**config.mk**
```make
export PLATFORM = sky130hd
export DESIGN_NAME = host_loader
export DESIGN_NICKNAME = d
export VERILOG_FILES = /design/src/common/cpu_mem_pkg.sv /design/src/host_loader/host_loader.sv
export SDC_FILE = /design/constraint.sdc
export NUM_CORES = 1
export LEC_CHECK = 0
export BUFFER_PORTS_ARGS = -buffer_cell sky130_fd_sc_hd__buf_2
export CAP_MARGIN = 20
export CORE_AREA = 2 2 112 114
export CTS_BUF_LIST = sky130_fd_sc_hd__clkbuf_8
export CTS_CLUSTER_SIZE = 10
export DETAILED_ROUTE_END_ITERATION = 16
export DIE_AREA = 0 0 114 116
export GPL_TIMING_DRIVEN = 0
export HOLD_SLACK_MARGIN = 0.1
export MAX_ROUTING_LAYER = met4
export PLACE_DENSITY = 0.58
export SKIP_CTS_REPAIR_TIMING = 1
export SLEW_MARGIN = 15
export SYNTH_ARGS = -nofsm -noshare
export SYNTH_HDL_FRONTEND = slang
export SYNTH_SLANG_ARGS = --single-unit
```
**constraint.sdc**
```tcl
create_clock -name clk -period 5.1 [get_ports clk]
set_clock_uncertainty 0.05 [all_clocks]
set_input_delay 0.255 -clock clk [delete_from_list [all_inputs] [get_ports clk]]
set_output_delay 0.255 -clock clk [all_outputs]
set_load 0.01 [all_outputs]
```
**src/common/cpu_mem_pkg.sv**
```systemverilog
// cpu memory subsystem shared definitions
// word and address types, host opcodes, loader states, boot block table
package cpu_mem_pkg;

    typedef logic [31:0]  word_t;       // data or instruction word
    typedef logic [15:0]  addr_t;       // local byte address
    typedef logic [63:0]  host_addr_t;
    typedef logic [511:0] line_t;       // 16 words, lowest address in [31:0]

    typedef enum logic [1:0] {
        HOST_IDLE  = 2'b00,
        HOST_READ  = 2'b01,
        HOST_WRITE = 2'b11
    } host_op_t;

    typedef enum logic [2:0] {
        LD_IDLE,
        WAIT_INIT_DM,
        INIT_DM,
        WAIT_INIT_IM,
        INIT_IM,
        RUN,
        WRT_HOST
    } loader_state_t;

    ////////////////////////////////////////////////////////////
    // boot transfer geometry

    localparam int unsigned WORDS_PER_BLOCK = 16;
    localparam addr_t       BLOCK_BYTES     = 16'h0040;

    localparam int unsigned DM_BLOCKS = 17;

    // data block bases in host request order
    localparam addr_t DM_BLOCK_BASE [0:DM_BLOCKS-1] = '{
        16'h1000, 16'h1040, 16'h1100, 16'h1140,
        16'h2000, 16'h2040, 16'h2100, 16'h2140,
        16'h3000, 16'h3040, 16'h3100, 16'h3140,
        16'h4000, 16'h4040, 16'h4100, 16'h4140,
        16'h0100
    };

    localparam int unsigned IM_HOST_FLAG_BIT = 16;   // marks instruction blocks

    // stores at or above this go to the host
    localparam addr_t HOST_BASE = 16'h9000;

endpackage

```
**src/host_loader/host_loader.sv**
```systemverilog
// boot loader and host port
// copies data then instruction blocks from the host, forwards host-window stores
module host_loader import cpu_mem_pkg::*; #(
    parameter int unsigned IM_BLOCKS = 48
) (
    input  logic       clk,
    input  logic       rst_n,
    input  logic       host_ready,
    input  logic       host_rd_valid,
    input  logic       host_tx_done,
    input  word_t      host_rd_data,
    input  addr_t      cpu_addr,
    input  logic       cpu_wrt_en,
    input  word_t      cpu_wrt_data,
    output host_op_t   host_op,
    output host_addr_t host_addr,
    output word_t      host_wrt_data,
    output logic       cpu_stall,
    output logic       host_claim,
    output logic       ld_wrt_en,
    output addr_t      ld_addr,
    output word_t      ld_wrt_data,
    output logic       im_wrt_en,
    output addr_t      im_wrt_addr,
    output word_t      im_wrt_data
);

    localparam int unsigned DM_CNT_W = $clog2(DM_BLOCKS);
    localparam int unsigned IM_CNT_W = (IM_BLOCKS > 1) ? $clog2(IM_BLOCKS) : 1;
    localparam host_addr_t  IM_FLAG  = host_addr_t'(1) << IM_HOST_FLAG_BIT;

    loader_state_t       state, next_state;
    logic [DM_CNT_W-1:0] dm_count;
    logic [IM_CNT_W-1:0] im_count;
    logic                dm_last, im_last;
    addr_t               dm_base, im_base;
    addr_t               run_addr;      // next word inside the current block

    assign dm_base = DM_BLOCK_BASE[dm_count];
    assign im_base = addr_t'(im_count) * BLOCK_BYTES;
    assign dm_last = (dm_count == DM_CNT_W'(DM_BLOCKS - 1));
    assign im_last = (im_count == IM_CNT_W'(IM_BLOCKS - 1));

    // the one host window compare
    assign host_claim = cpu_wrt_en && (cpu_addr >= HOST_BASE);

    assign ld_wrt_data = host_rd_data;
    assign im_wrt_data = host_rd_data;

    ////////////////////////////////////////////////////////////
    // state, block counters, running address

    always_ff @(posedge clk or negedge rst_n) begin
        if (!rst_n) begin
            state <= LD_IDLE;
        end else begin
            state <= next_state;
        end
    end

    always_ff @(posedge clk or negedge rst_n) begin
        if (!rst_n) begin
            dm_count <= '0;
            im_count <= '0;
        end else begin
            if (state == INIT_DM && host_tx_done && !dm_last) begin
                dm_count <= dm_count + 1'b1;
            end
            if (state == INIT_IM && host_tx_done && !im_last) begin
                im_count <= im_count + 1'b1;
            end
        end
    end

    always_ff @(posedge clk or negedge rst_n) begin
        if (!rst_n) begin
            run_addr <= '0;
        end else if (state == WAIT_INIT_DM && host_rd_valid) begin
            run_addr <= dm_base + 16'd4;         // first word went to the base
        end else if (state == WAIT_INIT_IM && host_rd_valid) begin
            run_addr <= im_base + 16'd4;
        end else if (state == INIT_DM || state == INIT_IM) begin
            run_addr <= run_addr + 16'd4;
        end
    end

    ////////////////////////////////////////////////////////////
    // next state and host / memory outputs

    always_comb begin
        next_state    = state;
        host_op       = HOST_IDLE;
        host_addr     = '0;
        host_wrt_data = '0;
        cpu_stall     = 1'b1;                    // held off until boot is over
        ld_wrt_en     = 1'b0;
        ld_addr       = dm_base;
        im_wrt_en     = 1'b0;
        im_wrt_addr   = im_base;

        case (state)
            LD_IDLE: begin
                if (host_ready) begin
                    next_state = WAIT_INIT_DM;
                end
            end
            WAIT_INIT_DM: begin
                host_op   = HOST_READ;
                host_addr = host_addr_t'(dm_base);
                if (host_rd_valid) begin
                    ld_wrt_en  = 1'b1;
                    next_state = INIT_DM;
                end
            end
            INIT_DM: begin
                host_op   = HOST_READ;
                host_addr = host_addr_t'(dm_base);
                ld_wrt_en = 1'b1;
                ld_addr   = run_addr;
                if (host_tx_done) begin
                    next_state = dm_last ? WAIT_INIT_IM : WAIT_INIT_DM;
                end
            end
            WAIT_INIT_IM: begin
                host_op   = HOST_READ;
                host_addr = host_addr_t'(im_base) | IM_FLAG;
                if (host_rd_valid) begin
                    im_wrt_en  = 1'b1;
                    next_state = INIT_IM;
                end
            end
            INIT_IM: begin
                host_op     = HOST_READ;
                host_addr   = host_addr_t'(im_base) | IM_FLAG;
                im_wrt_en   = 1'b1;
                im_wrt_addr = run_addr;
                if (host_tx_done) begin
                    next_state = im_last ? RUN : WAIT_INIT_IM;
                end
            end
            RUN: begin
                cpu_stall = host_claim;          // hold the store until the host takes it
                if (host_claim) begin
                    host_op       = HOST_WRITE;
                    host_addr     = host_addr_t'(cpu_addr);
                    host_wrt_data = cpu_wrt_data;
                    next_state    = WRT_HOST;
                end
            end
            WRT_HOST: begin
                host_op       = HOST_WRITE;
                host_addr     = host_addr_t'(cpu_addr);
                host_wrt_data = cpu_wrt_data;
                cpu_stall     = !host_tx_done;   // released in the done cycle
                if (host_tx_done) begin
                    next_state = RUN;
                end
            end
            default: begin
                next_state = LD_IDLE;
            end
        endcase
    end

    // host must not finish a transfer nobody asked for
    a_no_done_in_idle: assert property (@(posedge clk) disable iff (!rst_n)
        (state == LD_IDLE) |-> !host_tx_done);

    // block counters only step in INIT, a done before the first word is lost
    a_no_done_before_data: assert property (@(posedge clk) disable iff (!rst_n)
        (state == WAIT_INIT_DM || state == WAIT_INIT_IM) |-> !host_tx_done);

endmodule

```
==> flow_metrics.py <==
metrics = {
    "power": {
        "power_density_mw_per_mm2": 343.2,
        "ir_drop_uv": 144.9,
        "power_leakage_nw": 2.805,
    },
    "timing": {
        "min_period_ns": 2.581,
        "tightest_slew_ns": 0.7114,
        "finalMaxSlewViolations": 0,
        "hold_viol": 0,
        "worst_slack_ns": 2.519,
        "relSlewSlack_pct": 52.25,
        "rsz0062_at_grt": "false",
        "finalSetupTns_ns": 0,
        "timing.fmax_ghz": 0.3874,
        "setup_viol": 0,
        "period_share_pct": 50.62,
    },
    "hold_path": {
        "whs_endpoint": "state[2]$_DFFE_PN0P_",
        "hold_class": "primary input to flop",
        "hold_depth": 3,
        "min_from": "host_tx_done",
    },
    "synth": {
        "syn_avg_cell_area_um2": 7.764,
        "synthesis.area_mm2": 0.003331,
        "ys_warn_count": 0,
        "synthFlopType": "dfrtp_1",
        "synth.distinct_cells": 55,
        "netlist_instances": 429,
        "yosysSeqAreaShare_pct": 21.04,
        "ys_async_sr_fraction_pct": 100.0,
        "ys_seq_elements": 28,
        "synth_edf_count": 0,
    },
    "critical_path": {
        "critical_path_class": "flop to output port",
        "worstSetupEndpointType": "output port",
        "timing.rr.end": "run_addr[12]$_DFFE_PN0P_",
        "critPathMaxFanout": 10,
        "cp.required_ns": 4.80,
        "worstPathArrival_ns": 2.28,
        "rr_worst_depth": 6,
        "start_kind": "flop",
        "r2r_start": "state[0]$_DFFE_PN0P_",
        "reg2reg_setup_slack_ns": 3.07,
    },
    "drt": {
        "vias": 3695,
        "dr.pass1.iters": 4,
        "drt-vias-per-instance": 4.441,
        "wl_per_cell_um": 15.15,
        "drtIter0Drc": 159,
        "antenna_left": 0,
        "drc": 0,
        "drt_wl_total_mm": 12.60,
    },
    "cts": {
        "root_buffer": "clkbuf_8",
        "cts_buffer_depth": 2,
        "cts_max_level": 1,
        "cts_buffers": 3,
        "clkTransAtPathRegs_ns": 0.11,
        "clk_latency_ns": 0.28,
        "cts_tree": "done",
        "cts.sinks": 28,
    },
    "floorplan": {
        "start_util_pct": 27.96,
        "die_x_um": 114,
        "rows": 40,
        "die_y_um": 116,
        "design.core.area_mm2": 0.01191,
        "dieArea_mm2": 0.01322,
        "io_pins": 284,
    },
    "finish": {
        "syn_to_final_growth_pct": 43.16,
        "layout-drive-gt1-share_pct": 49.34,
        "finish.utilization_pct": 40.03,
        "stdcell_area_mm2": 0.004768,
        "nets": 776,
        "layout.cells.non_filler": 832,
    },
    "placement": {
        "post-place-ws_ns": 2.837,
        "port_buffers": 199,
        "dpl.cell_count": 825,
        "dpl-instance-area_mm2": 0.004698,
        "hpwl_mm": 10.58,
        "gp_congestion": 0.8794,
    },
    "grt": {
        "track_usage_pct": 18.08,
        "grt_pass1_vias": 3367,
        "grt_max_degree": 29,
        "antenna_found_initial": 2,
        "grt_first_pass_wirelength_mm": 18.26,
        "overflow": 0,
    },
    "job": {
        "drv_cap": 0,
    },
    "outcome": {
        "status": "complete, no violations",
    },
}
sequential cells by signal, summed over array words and instances (netlist names):
signal / cells
im_count: 6
state: 3
dm_count: 5
run_addr: 14
through the flow:
step           hold slack (ns)  power (mW)
3_3_place_gp            0.2783       1.485
5_1_grt                 0.3339       1.779
2_1_floorplan         -0.09059       1.093
4_1_cts               -0.02892       1.648
3_5_place_dp            0.2865       1.497
6_report                0.3267       1.637
cell usage in the layout (no fill, tap or decap), types with 5 or more instances in the layout:
cell	instances
and2_1	16
nand2b_1	6
nand2_1	39
nor3_1	6
buf_4	116
inv_1	10
a22o_1	8
o21ai_0	16
a21oi_1	7
buf_2	203
conb_1	51
nand4_1	5
nor2_1	16
nand3_1	8
mux2_2	6
ha_1	6
nor2b_1	5
dfrtp_1	28
xnor2_1	9
clkbuf_1	22
and3_1	41
cell type report:
cell class,count,area [um2]
repair buffers,200,1006
inverters,10,37.54
plain buffers,143,984.7
multi-input cells,298,1795
flip-flops and latches,28,700.7
well taps,147,183.9
clock buffers,4,55.05
diodes,2,5.005
fillers,1279,7143
cells in the mapped netlist, drive strengths merged (6+ instances only):
cell type | count | area share (%)
mux2 | 6 | 2.0
o21ai | 18 | 2.7
and2 | 16 | 3.0
nand2 | 39 | 4.4
nor2 | 16 | 1.8
nand2b | 6 | 1.1
a22o | 8 | 2.1
dfrtp | 28 | 21
inv | 10 | 1.1
nand3 | 8 | 1.2
xnor2 | 10 | 3.2
buf | 121 | 27
a21oi | 7 | 1.1
clkbuf | 22 | 2.5
and3 | 41 | 7.7
ha | 6 | 2.3
nor3 | 6 | 0.90
per-layer routing:
layer,share of wire [%],vias to the layer above,GRT usage [%]
met5,0,-,-
met4,1.1,0,3.740
met3,6.7,14,2.092
met2,52,169,32.82
met1,40,1690,21.61
li1,-,1822,-
critical path: stages (launching register included):
cell and delay (ns):
dfrtp_1 0.42, buf_4 0.18, nand2b_1 0.20, o21ai_1 0.21
clkbuf_1 0.31, clkbuf_1 0.31, and3_1 0.21, buf_2 0.14
cells by family after synthesis:
logic type               count (synthesis)  synth area share, %
AO/OA/AOI/OAI                           63                13.71
buffers and inverters                  153                30.69
adder cells (fa/ha/maj)                  6                2.254
other                                    1               0.1126
AND/OR/NAND/NOR                        161                26.71
flip-flops                              28                21.04
multiplexers                             6                2.028
XOR/XNOR                                11                3.456
where the power goes:
group	total [mW]	internal, mW	switching [mW]
Clock	0.144	0.0693	0.0748
Sequential	0.366	0.286	0.0804
Combinational	1.13	0.456	0.670
how the worst max path moves through the flow:
| stage | cells after the start | start | end | slack, ns |
|---|---|---|---|---|
| 2_1_floorplan | 6 | state[0]$_DFFE_PN0P_ | host_addr[3] | 3.29 |
| 3_3_place_gp | 7 | cpu_addr[14] | host_addr[6] | 2.85 |
| 3_5_place_dp | 7 | cpu_addr[14] | host_addr[8] | 2.84 |
| 4_1_cts | 7 | state[0]$_DFFE_PN0P_ | host_wrt_data[13] | 2.52 |
| 5_1_grt | 7 | state[0]$_DFFE_PN0P_ | host_wrt_data[13] | 2.34 |
| 6_report | 7 | state[0]$_DFFE_PN0P_ | host_wrt_data[13] | 2.52 |
(Power assumes the default switching activity.)
