### src/common/cpu_mem_pkg.sv
// cpu memory subsystem shared definitions
// word and address types, host opcodes, loader states, boot block table
package cpu_mem_pkg;

    typedef logic [31:0]  word_t;       // data or instruction word
    typedef logic [15:0]  addr_t;       // local byte address
    typedef logic [63:0]  host_addr_t;
    typedef logic [511:0] line_t;       // 16 words, lowest address in [31:0]

    typedef enum logic [1:0] {
        HOST_IDLE  = 2'b00,
        HOST_READ  = 2'b01,
        HOST_WRITE = 2'b11
    } host_op_t;

    typedef enum logic [2:0] {
        LD_IDLE,
        WAIT_INIT_DM,
        INIT_DM,
        WAIT_INIT_IM,
        INIT_IM,
        RUN,
        WRT_HOST
    } loader_state_t;

    ////////////////////////////////////////////////////////////
    // boot transfer geometry

    localparam int unsigned WORDS_PER_BLOCK = 16;
    localparam addr_t       BLOCK_BYTES     = 16'h0040;

    localparam int unsigned DM_BLOCKS = 17;

    // data block bases in host request order
    localparam addr_t DM_BLOCK_BASE [0:DM_BLOCKS-1] = '{
        16'h1000, 16'h1040, 16'h1100, 16'h1140,
        16'h2000, 16'h2040, 16'h2100, 16'h2140,
        16'h3000, 16'h3040, 16'h3100, 16'h3140,
        16'h4000, 16'h4040, 16'h4100, 16'h4140,
        16'h0100
    };

    localparam int unsigned IM_HOST_FLAG_BIT = 16;   // marks instruction blocks

    // stores at or above this go to the host
    localparam addr_t HOST_BASE = 16'h9000;

endpackage

### src/memory/mem_arbiter.sv
// data memory arbiter
// fixed priority loader > cpu > accelerator, accelerator done/valid pulses
module mem_arbiter import cpu_mem_pkg::*; #(
    parameter int unsigned DM_LINES = 512
) (
    input  logic  clk,
    input  logic  rst_n,
    input  logic  ld_wrt_en,
    input  addr_t ld_addr,
    input  word_t ld_wrt_data,
    input  logic  host_claim,
    input  addr_t cpu_addr,
    input  logic  cpu_wrt_en,
    input  logic  cpu_rd_en,
    input  word_t cpu_wrt_data,
    input  addr_t accel_addr,
    input  logic  accel_wrt_en,
    input  logic  accel_rd_en,
    input  word_t accel_wrt_data,
    input  word_t mem_rd_data,
    input  line_t mem_line_data,
    output addr_t mem_addr,
    output logic  mem_wrt_en,
    output word_t mem_wrt_data,
    output logic  mem_rd_en,
    output logic  mem_line_rd_en,
    output word_t cpu_rd_data,
    output logic  accel_wrt_done,
    output logic  accel_rd_valid,
    output line_t accel_rd_data
);

    localparam addr_t DM_MASK = addr_t'(DM_LINES * 64 - 1);   // folds into the memory

    logic  cpu_req, accel_req, accel_pulse;
    logic  grant_ld, grant_cpu, grant_accel;
    addr_t sel_addr;

    assign cpu_req     = cpu_rd_en || (cpu_wrt_en && !host_claim);  // host stores stay out
    assign accel_req   = accel_rd_en || accel_wrt_en;
    assign accel_pulse = accel_wrt_done || accel_rd_valid;

    assign grant_ld    = ld_wrt_en;
    assign grant_cpu   = !grant_ld && cpu_req;
    assign grant_accel = !grant_ld && !cpu_req && accel_req && !accel_pulse;

    ////////////////////////////////////////////////////////////
    // memory port mux

    always_comb begin
        sel_addr       = accel_addr;
        mem_wrt_data   = accel_wrt_data;
        mem_wrt_en     = grant_accel && accel_wrt_en;
        mem_rd_en      = 1'b0;
        mem_line_rd_en = grant_accel && accel_rd_en && !accel_wrt_en;
        if (grant_ld) begin
            sel_addr       = ld_addr;
            mem_wrt_data   = ld_wrt_data;
            mem_wrt_en     = 1'b1;
            mem_line_rd_en = 1'b0;
        end else if (grant_cpu) begin
            sel_addr       = cpu_addr;
            mem_wrt_data   = cpu_wrt_data;
            mem_wrt_en     = cpu_wrt_en && !host_claim;
            mem_rd_en      = cpu_rd_en;
            mem_line_rd_en = 1'b0;
        end
    end

    assign mem_addr = sel_addr & DM_MASK;

    // accelerator pulse one cycle after its grant, with the read line
    always_ff @(posedge clk or negedge rst_n) begin
        if (!rst_n) begin
            accel_wrt_done <= 1'b0;
            accel_rd_valid <= 1'b0;
        end else begin
            accel_wrt_done <= grant_accel && accel_wrt_en;
            accel_rd_valid <= grant_accel && accel_rd_en && !accel_wrt_en;
        end
    end

    assign cpu_rd_data   = mem_rd_data;      // registered in the memory
    assign accel_rd_data = mem_line_data;

    // accelerator keeps its request and address until the pulse
    a_accel_held: assert property (@(posedge clk) disable iff (!rst_n)
        (accel_req && !accel_pulse) |=> (accel_req && $stable(accel_addr)));

endmodule

### config.mk
export PLATFORM = sky130hd
export DESIGN_NAME = mem_arbiter
export DESIGN_NICKNAME = d
export VERILOG_FILES = /design/src/common/cpu_mem_pkg.sv /design/src/memory/mem_arbiter.sv
export SDC_FILE = /design/constraint.sdc
export NUM_CORES = 1
export LEC_CHECK = 0
export ABC_CLOCK_PERIOD_IN_PS = 1930
export BUFFER_PORTS_ARGS = -buffer_cell sky130_fd_sc_hd__buf_2
export CORE_AREA = 3 3 504 506
export DETAILED_ROUTE_END_ITERATION = 10
export DIE_AREA = 0 0 507 509
export PLACE_DENSITY = 0.3
export SLEW_MARGIN = 25
export SYNTH_ARGS = -nofsm -noshare
export SYNTH_HDL_FRONTEND = slang
export SYNTH_SLANG_ARGS = --single-unit
### constraint.sdc
create_clock -name clk -period 1.93 [get_ports clk]
set_input_delay 0.0965 -clock clk [delete_from_list [all_inputs] [get_ports clk]]
set_output_delay 0.0965 -clock clk [all_outputs]
set_load 0.03 [all_outputs]
==> impl_results.md, run 1 <==
- Initial DRT Pass Iterations: 4
- Yosys warnings: 0
- Core ar.: 0.250 mm^2
- Initial antenna violation count: roughly 100
- Largest net degree at the start of global routing: 24
- Critical Path RT: roughly 1800 ps
- Die width: just over 500 um
- H-tree depth: 1
- Top post-synthesis cells by area: buf_4 (74%), mux2_4 (13%), mux2_2 (9.6%)
- Post-detailed-route count of antenna-violating nets: 0
- Worst R2R End: accel_wrt_done
- Setup ws final: approximately 140 ps
- Layout net count: ~1000
- Die ar.: between 0.2 and 0.3 mm^2
- Hold Crit Depth: 2
- CTS Buf Count: 3
- Setup repair after global routing missed its margin: false
- Pre-CTS setup slack: around 50 ps
- CTS Root Cell: clkbuf_16
- DRT iter0 DRCs: 170
- CP Capture Type: output port
- Async SR Flop Fraction: 100%
- Slew Viols, Final: 0
- CP peak stage delay: a little under 500 ps
- Total power: 0.00146 W
- Post-route cell area: around 0.0069 mm^2
- Synth cell count leaders: buf_4 (545), mux2_2 (47), mux2_4 (47), buf_6 (6)
- Chip Height: 509 um
- Post-route minimum period: between 1500 and 2000 ps
- Final setup TNS: 0 ps
- R2R depth: 3
- Lkg Pwr: about 1.6 nW
- Status: completed
- Clk buf depth: 2
- Max_cap viols: 0
- Yosys top cell by area: buf_4
- Top-Level Pins: approximately 1300
- Sink Count: 2
- Via density: 0.982
- Synth top area share: 74.0%
- Final period util: between 90 and 100%
- Reg2reg start: accel_rd_valid
- CTS tree: yes
- Fmax: 0.557 GHz
- First-pass GRT wire length: 178000 um
- Share of cells above drive strength 1: roughly 96%
- GP Congestion: approximately 0.77
- Mapped Cells: ~660
- Vias in the first global route: between 3000 and 4000
- Hold endpoint: accel_rd_valid
- Yosys cell types: 14
- Synth Flop Type: dfrtp_1
- Kind of critical path: in -> out
- DP Wirelength: ~170000 um
- # rows: between 150 and 200
- Syn avg cell area: approximately 8.3 um^2
- CP delay by family, top: simple AND/OR/NAND/NOR gates
- Remaining routing DRC violations: 0
- Most common cell in the netlist: buf_4
- CP Buf/Inv Count: 4
- Final-report hold violation count: 0
- Worst-path cell chain: buf_4, or3_4, buf_12, nor4bb_2, buf_4, buf_12
- Syn nets: ~1400
- Hold_sp: accel_wrt_en
- Final Setup Violations: 0
- PortBufs: 200
- WP data arrival: 1700 ps
- Placed cells: ~3700
- VDD IR max: around 200 uV
- GRT Total Usage: approximately an eighth
- Worst-path clk slew: roughly 30 ps
- Worst-path maximum fanout: 20
- Initial core utilization: between 2 and 2.5%
- Non-filler cells in the finished layout: around 3700
- Clock Latency Late Sink: roughly 220 ps
- Skew final: roughly 0.56 ps
- Startpoint types: input pin
- Vias: 3623
- Post-CTS setup buffers: 0
- Area growth, synth to finish: 24.2%
- WL per Instance: around 46 um
- Remaining global-route overflow: 0
- Netlist Area Pre-Place: 0.00553 mm^2
- Setup crit start: ld_wrt_en
- Placed Area: just under 0.007 mm^2
- Flop and latch count out of synthesis: 2
- Pwr dens: roughly 210 mW/mm^2
- Flop2flop setup slack: around 1000 ps
- HP Class: in -> reg
- Final WL: ~170000 um
- Number of flops mapped to enable cells by yosys: 0
- Post-synthesis sequential area ratio: less than 1%
- Critical path's slowest cell: or3_4
==> where the power goes <==
group | switching [W] | internal (W) | total [W]
sequential | 0.000000536 | 0.0000435 | 0.0000440
combinational | 0.000669 | 0.000432 | 0.00110
clock | 0.0000478 | 0.000264 | 0.000311
==> area by class of cell <==
class / instances / area (um^2)
fillers: 30100 / 244000
well taps: 3348 / 4190
multi-input cells: 105 / 1310
repair buffers: 210 / 1190
clock buffers: 3 / 75.1
flip-flops and latches: 2 / 50.0
diodes: 20 / 50.0
==> worst max-delay path by stage <==
stage | end | slack [ps] | cells past startpoint
finish | mem_line_rd_en | 140 | 6
floorplan | mem_line_rd_en | 20 | 5
CTS | mem_line_rd_en | 40 | 6
global route | mem_line_rd_en | 40 | 6
global placement | mem_addr[3] | 110 | 5
detailed placement | mem_line_rd_en | 50 | 6
==> repair_timing <==
item                                    CTS  global route
hold buffers                              1             0
resized for setup                         0             1
hold endpoints to repair                  2             0
endpoints found under the setup margin    0             1
==> worst register-to-register path: stages, from the launching register on <==
cell and delay, ps:
dfrtp_1 360, nor2_1 180, nand2_1 180, nor2_1 130
==> metal layers <==
layer	global-route usage, %	vias to the layer above	part of all wire, %
met5	0.222	-	0.28
met4	3.38	62	3.5
met3	26.2	362	44
met2	19.1	1244	43
met1	3.32	1070	9.2
li1	-	885	-
==> cells by family after synthesis <==
| family | Yosys count | synth area share, % |
|---|---|---|
| AO/OA/AOI/OAI | 1 | 0.0905 |
| multiplexers | 94 | 22.3 |
| other | 1 | 0.0678 |
| buffers and inverters | 556 | 75.6 |
| flip-flops | 2 | 0.905 |
| AND/OR/NAND/NOR | 9 | 0.973 |
==> sequential cells by signal (all words and copies together), names as in the netlist <==
signal,count
accel_rd_valid,1
accel_wrt_done,1
==> layout by cell type (no fill, tap or decap) <==
cell type and count:
diode_2 20, o21ai_0 1, dlygate4sd3_1 1, clkbuf_16 3, nor4bb_2 1, mux2_2 47
conb_1 1, nor2_1 3, nor2b_1 2, or3_4 1, mux2_4 47, buf_2 195
nand2_1 1, dfrtp_1 2, buf_12 8, nor4bb_1 1, buf_4 6
==> through the flow <==
stage,util [%],hold WS [ps]
2_1_floorplan,-,-199
3_3_place_gp,2.68,-100
3_5_place_dp,2.68,-94.0
4_1_cts,2.72,80.1
5_1_grt,2.73,96.0
6_report,2.74,92.7
No activity file was read; power rests on OpenSTA's default activity.
==> run 2: changes to the inputs <==
- ABC_CLOCK_PERIOD_IN_PS: 1930 -> 2300
- clock period: 1.93 -> 2.3 ns (I/O delays scaled with it)
==> run 2 against run 1 <==
Clock-buffer cell count unchanged. Sequential cell count is the same. Global-route usage is essentially flat. Via count shrank 0.52%. Worst hold slack better by 3.5 ps. First-iteration DRC count fell by 4.7%. Sequential share of layout area is essentially flat. Die area is the same. Largest cell class unchanged.
==> impl_results.md, run 2 (synthesis results as in run 1) <==
- Status: completed
- Fmax: ~0.55 GHz
- Final period util: 78.8%
- Most frequent cells in the layout: buf_2 (195), mux2_2 (47), mux2_4 (47)
- Sw power: 0.000598 W
- GP Congestion: around 0.77
- Slew Viols, Final: 0
- Met3 Usage GRT: 26.1%
- Pwr dens: ~180 mW/mm^2
- Share of cells above drive strength 1: a little over nine tenths
- DP Wirelength: around 170000 um
- Hold Crit Depth: 2
- Clock share of power: a little over a fifth
- Post-route cell area: 0.00686 mm^2
- Internal cell power: a little over 0.0006 W
- Chip Height: a little over 500 um
- Clk buf depth: 2
- Leading cell type in the layout, fill and taps excluded: buf_2
- Post-route minimum period: approximately 1800 ps
- Flop2flop setup slack: between 1000 and 1500 ps
- Final setup TNS: 0 ps
- Gr busiest metal: met3
- Skew final: ~1.5 ps
- CTS Root Cell: clkbuf_16
- Post-detailed-route count of antenna-violating nets: 0
- Die ar.: roughly 0.26 mm^2
- Area growth, synth to finish: 24.1%
- Kind of critical path: in -> out
- Core ar.: approximately 0.25 mm^2
- CP Capture Type: output port
- Post-CTS setup buffers: 0
- Lkg Pwr: roughly 1.6 nW
- VDD IR max: 154 uV
- Fin Hold WS: 96.2 ps
- Layout net count: ~1000
- R2R depth: 3
- Vias in the first global route: around 3300
- Sink Count: 2
- Worst-path clk slew: ~30 ps
- Worst-path maximum fanout: 21
- CTS tree: yes
- Initial DRT Pass Iterations: 4
- Die width: 507 um
- Startpoint types: input pin
- Via density: around 0.98
- Setup repair after global routing missed its margin: false
- Max_cap viols: 0
- WP data arrival: ~1700 ps
- HP Class: in -> reg
- Initial core utilization: between 2 and 2.5%
- Remaining global-route overflow: 0
- Vias: around 3600
- Sw Share: approximately half
- Combinational share of power: between 70% and 80%
- Final Setup Violations: 0
- Largest net degree at the start of global routing: 28
- Clock Latency Late Sink: around 220 ps
- Top-Level Pins: roughly 1300
- Sequential power share: 3.0%
- M1 GR Usage: 3.32%
- DRT iter0 DRCs: between 150 and 200
- Placed Area: 0.00672 mm^2
- First-pass GRT wire length: approximately 180000 um
- PortBufs: 200
- Final WL: 169000 um
- Final-report hold violation count: 0
- Remaining routing DRC violations: 0
- Critical Path RT: approximately 2200 ps
- WL per Instance: approximately 46 um
- # rows: between 150 and 200
- CTS Buf Count: 3
- Grt met2 use: a little under a fifth
- H-tree depth: 1
- GRT Total Usage: around 12%
- Initial antenna violation count: 104
- Biggest regs: accel_rd_valid (1), accel_wrt_done (1)
-- run 2: worst paths after layout --
kind / start / endpoint
max in group asynchronous: rst_n / accel_rd_valid
min in group asynchronous: rst_n / accel_wrt_done
setup reg to reg: accel_rd_valid / accel_wrt_done
setup / recovery: ld_wrt_en / mem_addr[14]
hold / removal: accel_wrt_en / accel_rd_valid
hold reg to reg: accel_rd_valid / accel_rd_valid
-- run 2: power groups by stage --
| stage | clock network [W] | registers [W] | logic, W |
|---|---|---|---|
| floorplan | 0 | 0.0000395 | 0.00222 |
| global placement | 0 | 0.0000373 | 0.000952 |
| detailed placement | 0 | 0.0000374 | 0.000956 |
| CTS | 0.000263 | 0.0000370 | 0.000964 |
| global route | 0.000269 | 0.0000372 | 0.000981 |
| finish | 0.000259 | 0.0000370 | 0.000921 |
-- run 2: timing repair --
item | CTS | global route
endpoints found under the hold margin | 2 | 0
hold buffers | 1 | 0
gates resized for setup | 0 | 0
-- run 2: cell type report --
cell class,count,area [um^2]
repair buffers,209,1180
diodes,23,57.6
flip-flops and latches,2,50.0
fillers,30100,244000
well taps,3348,4190
clock buffers,3,75.1
multi-input cells,105,1300
-- run 2: per-layer routing --
layer	routed length, um	share of wire, %
met5	652	0.39
met2	71800	43
met4	6070	3.6
met3	74900	44
met1	15400	9.1
-- run 2: worst max-delay path: stages --
cell and delay, ps:
buf_4 210, or3_4 480, buf_12 180, mux2_4 340
buf_2 250
-- run 2: through the flow --
stage	power [W]	std cells	util, %	worst slack [ps]
floorplan	0.00226	663	-	358
global placement	0.000989	3663	2.68	457
detailed placement	0.000994	3663	2.68	460
CTS	0.00126	3667	2.71	451
global route	0.00129	3681	2.73	377
finish	0.00122	3690	2.74	487
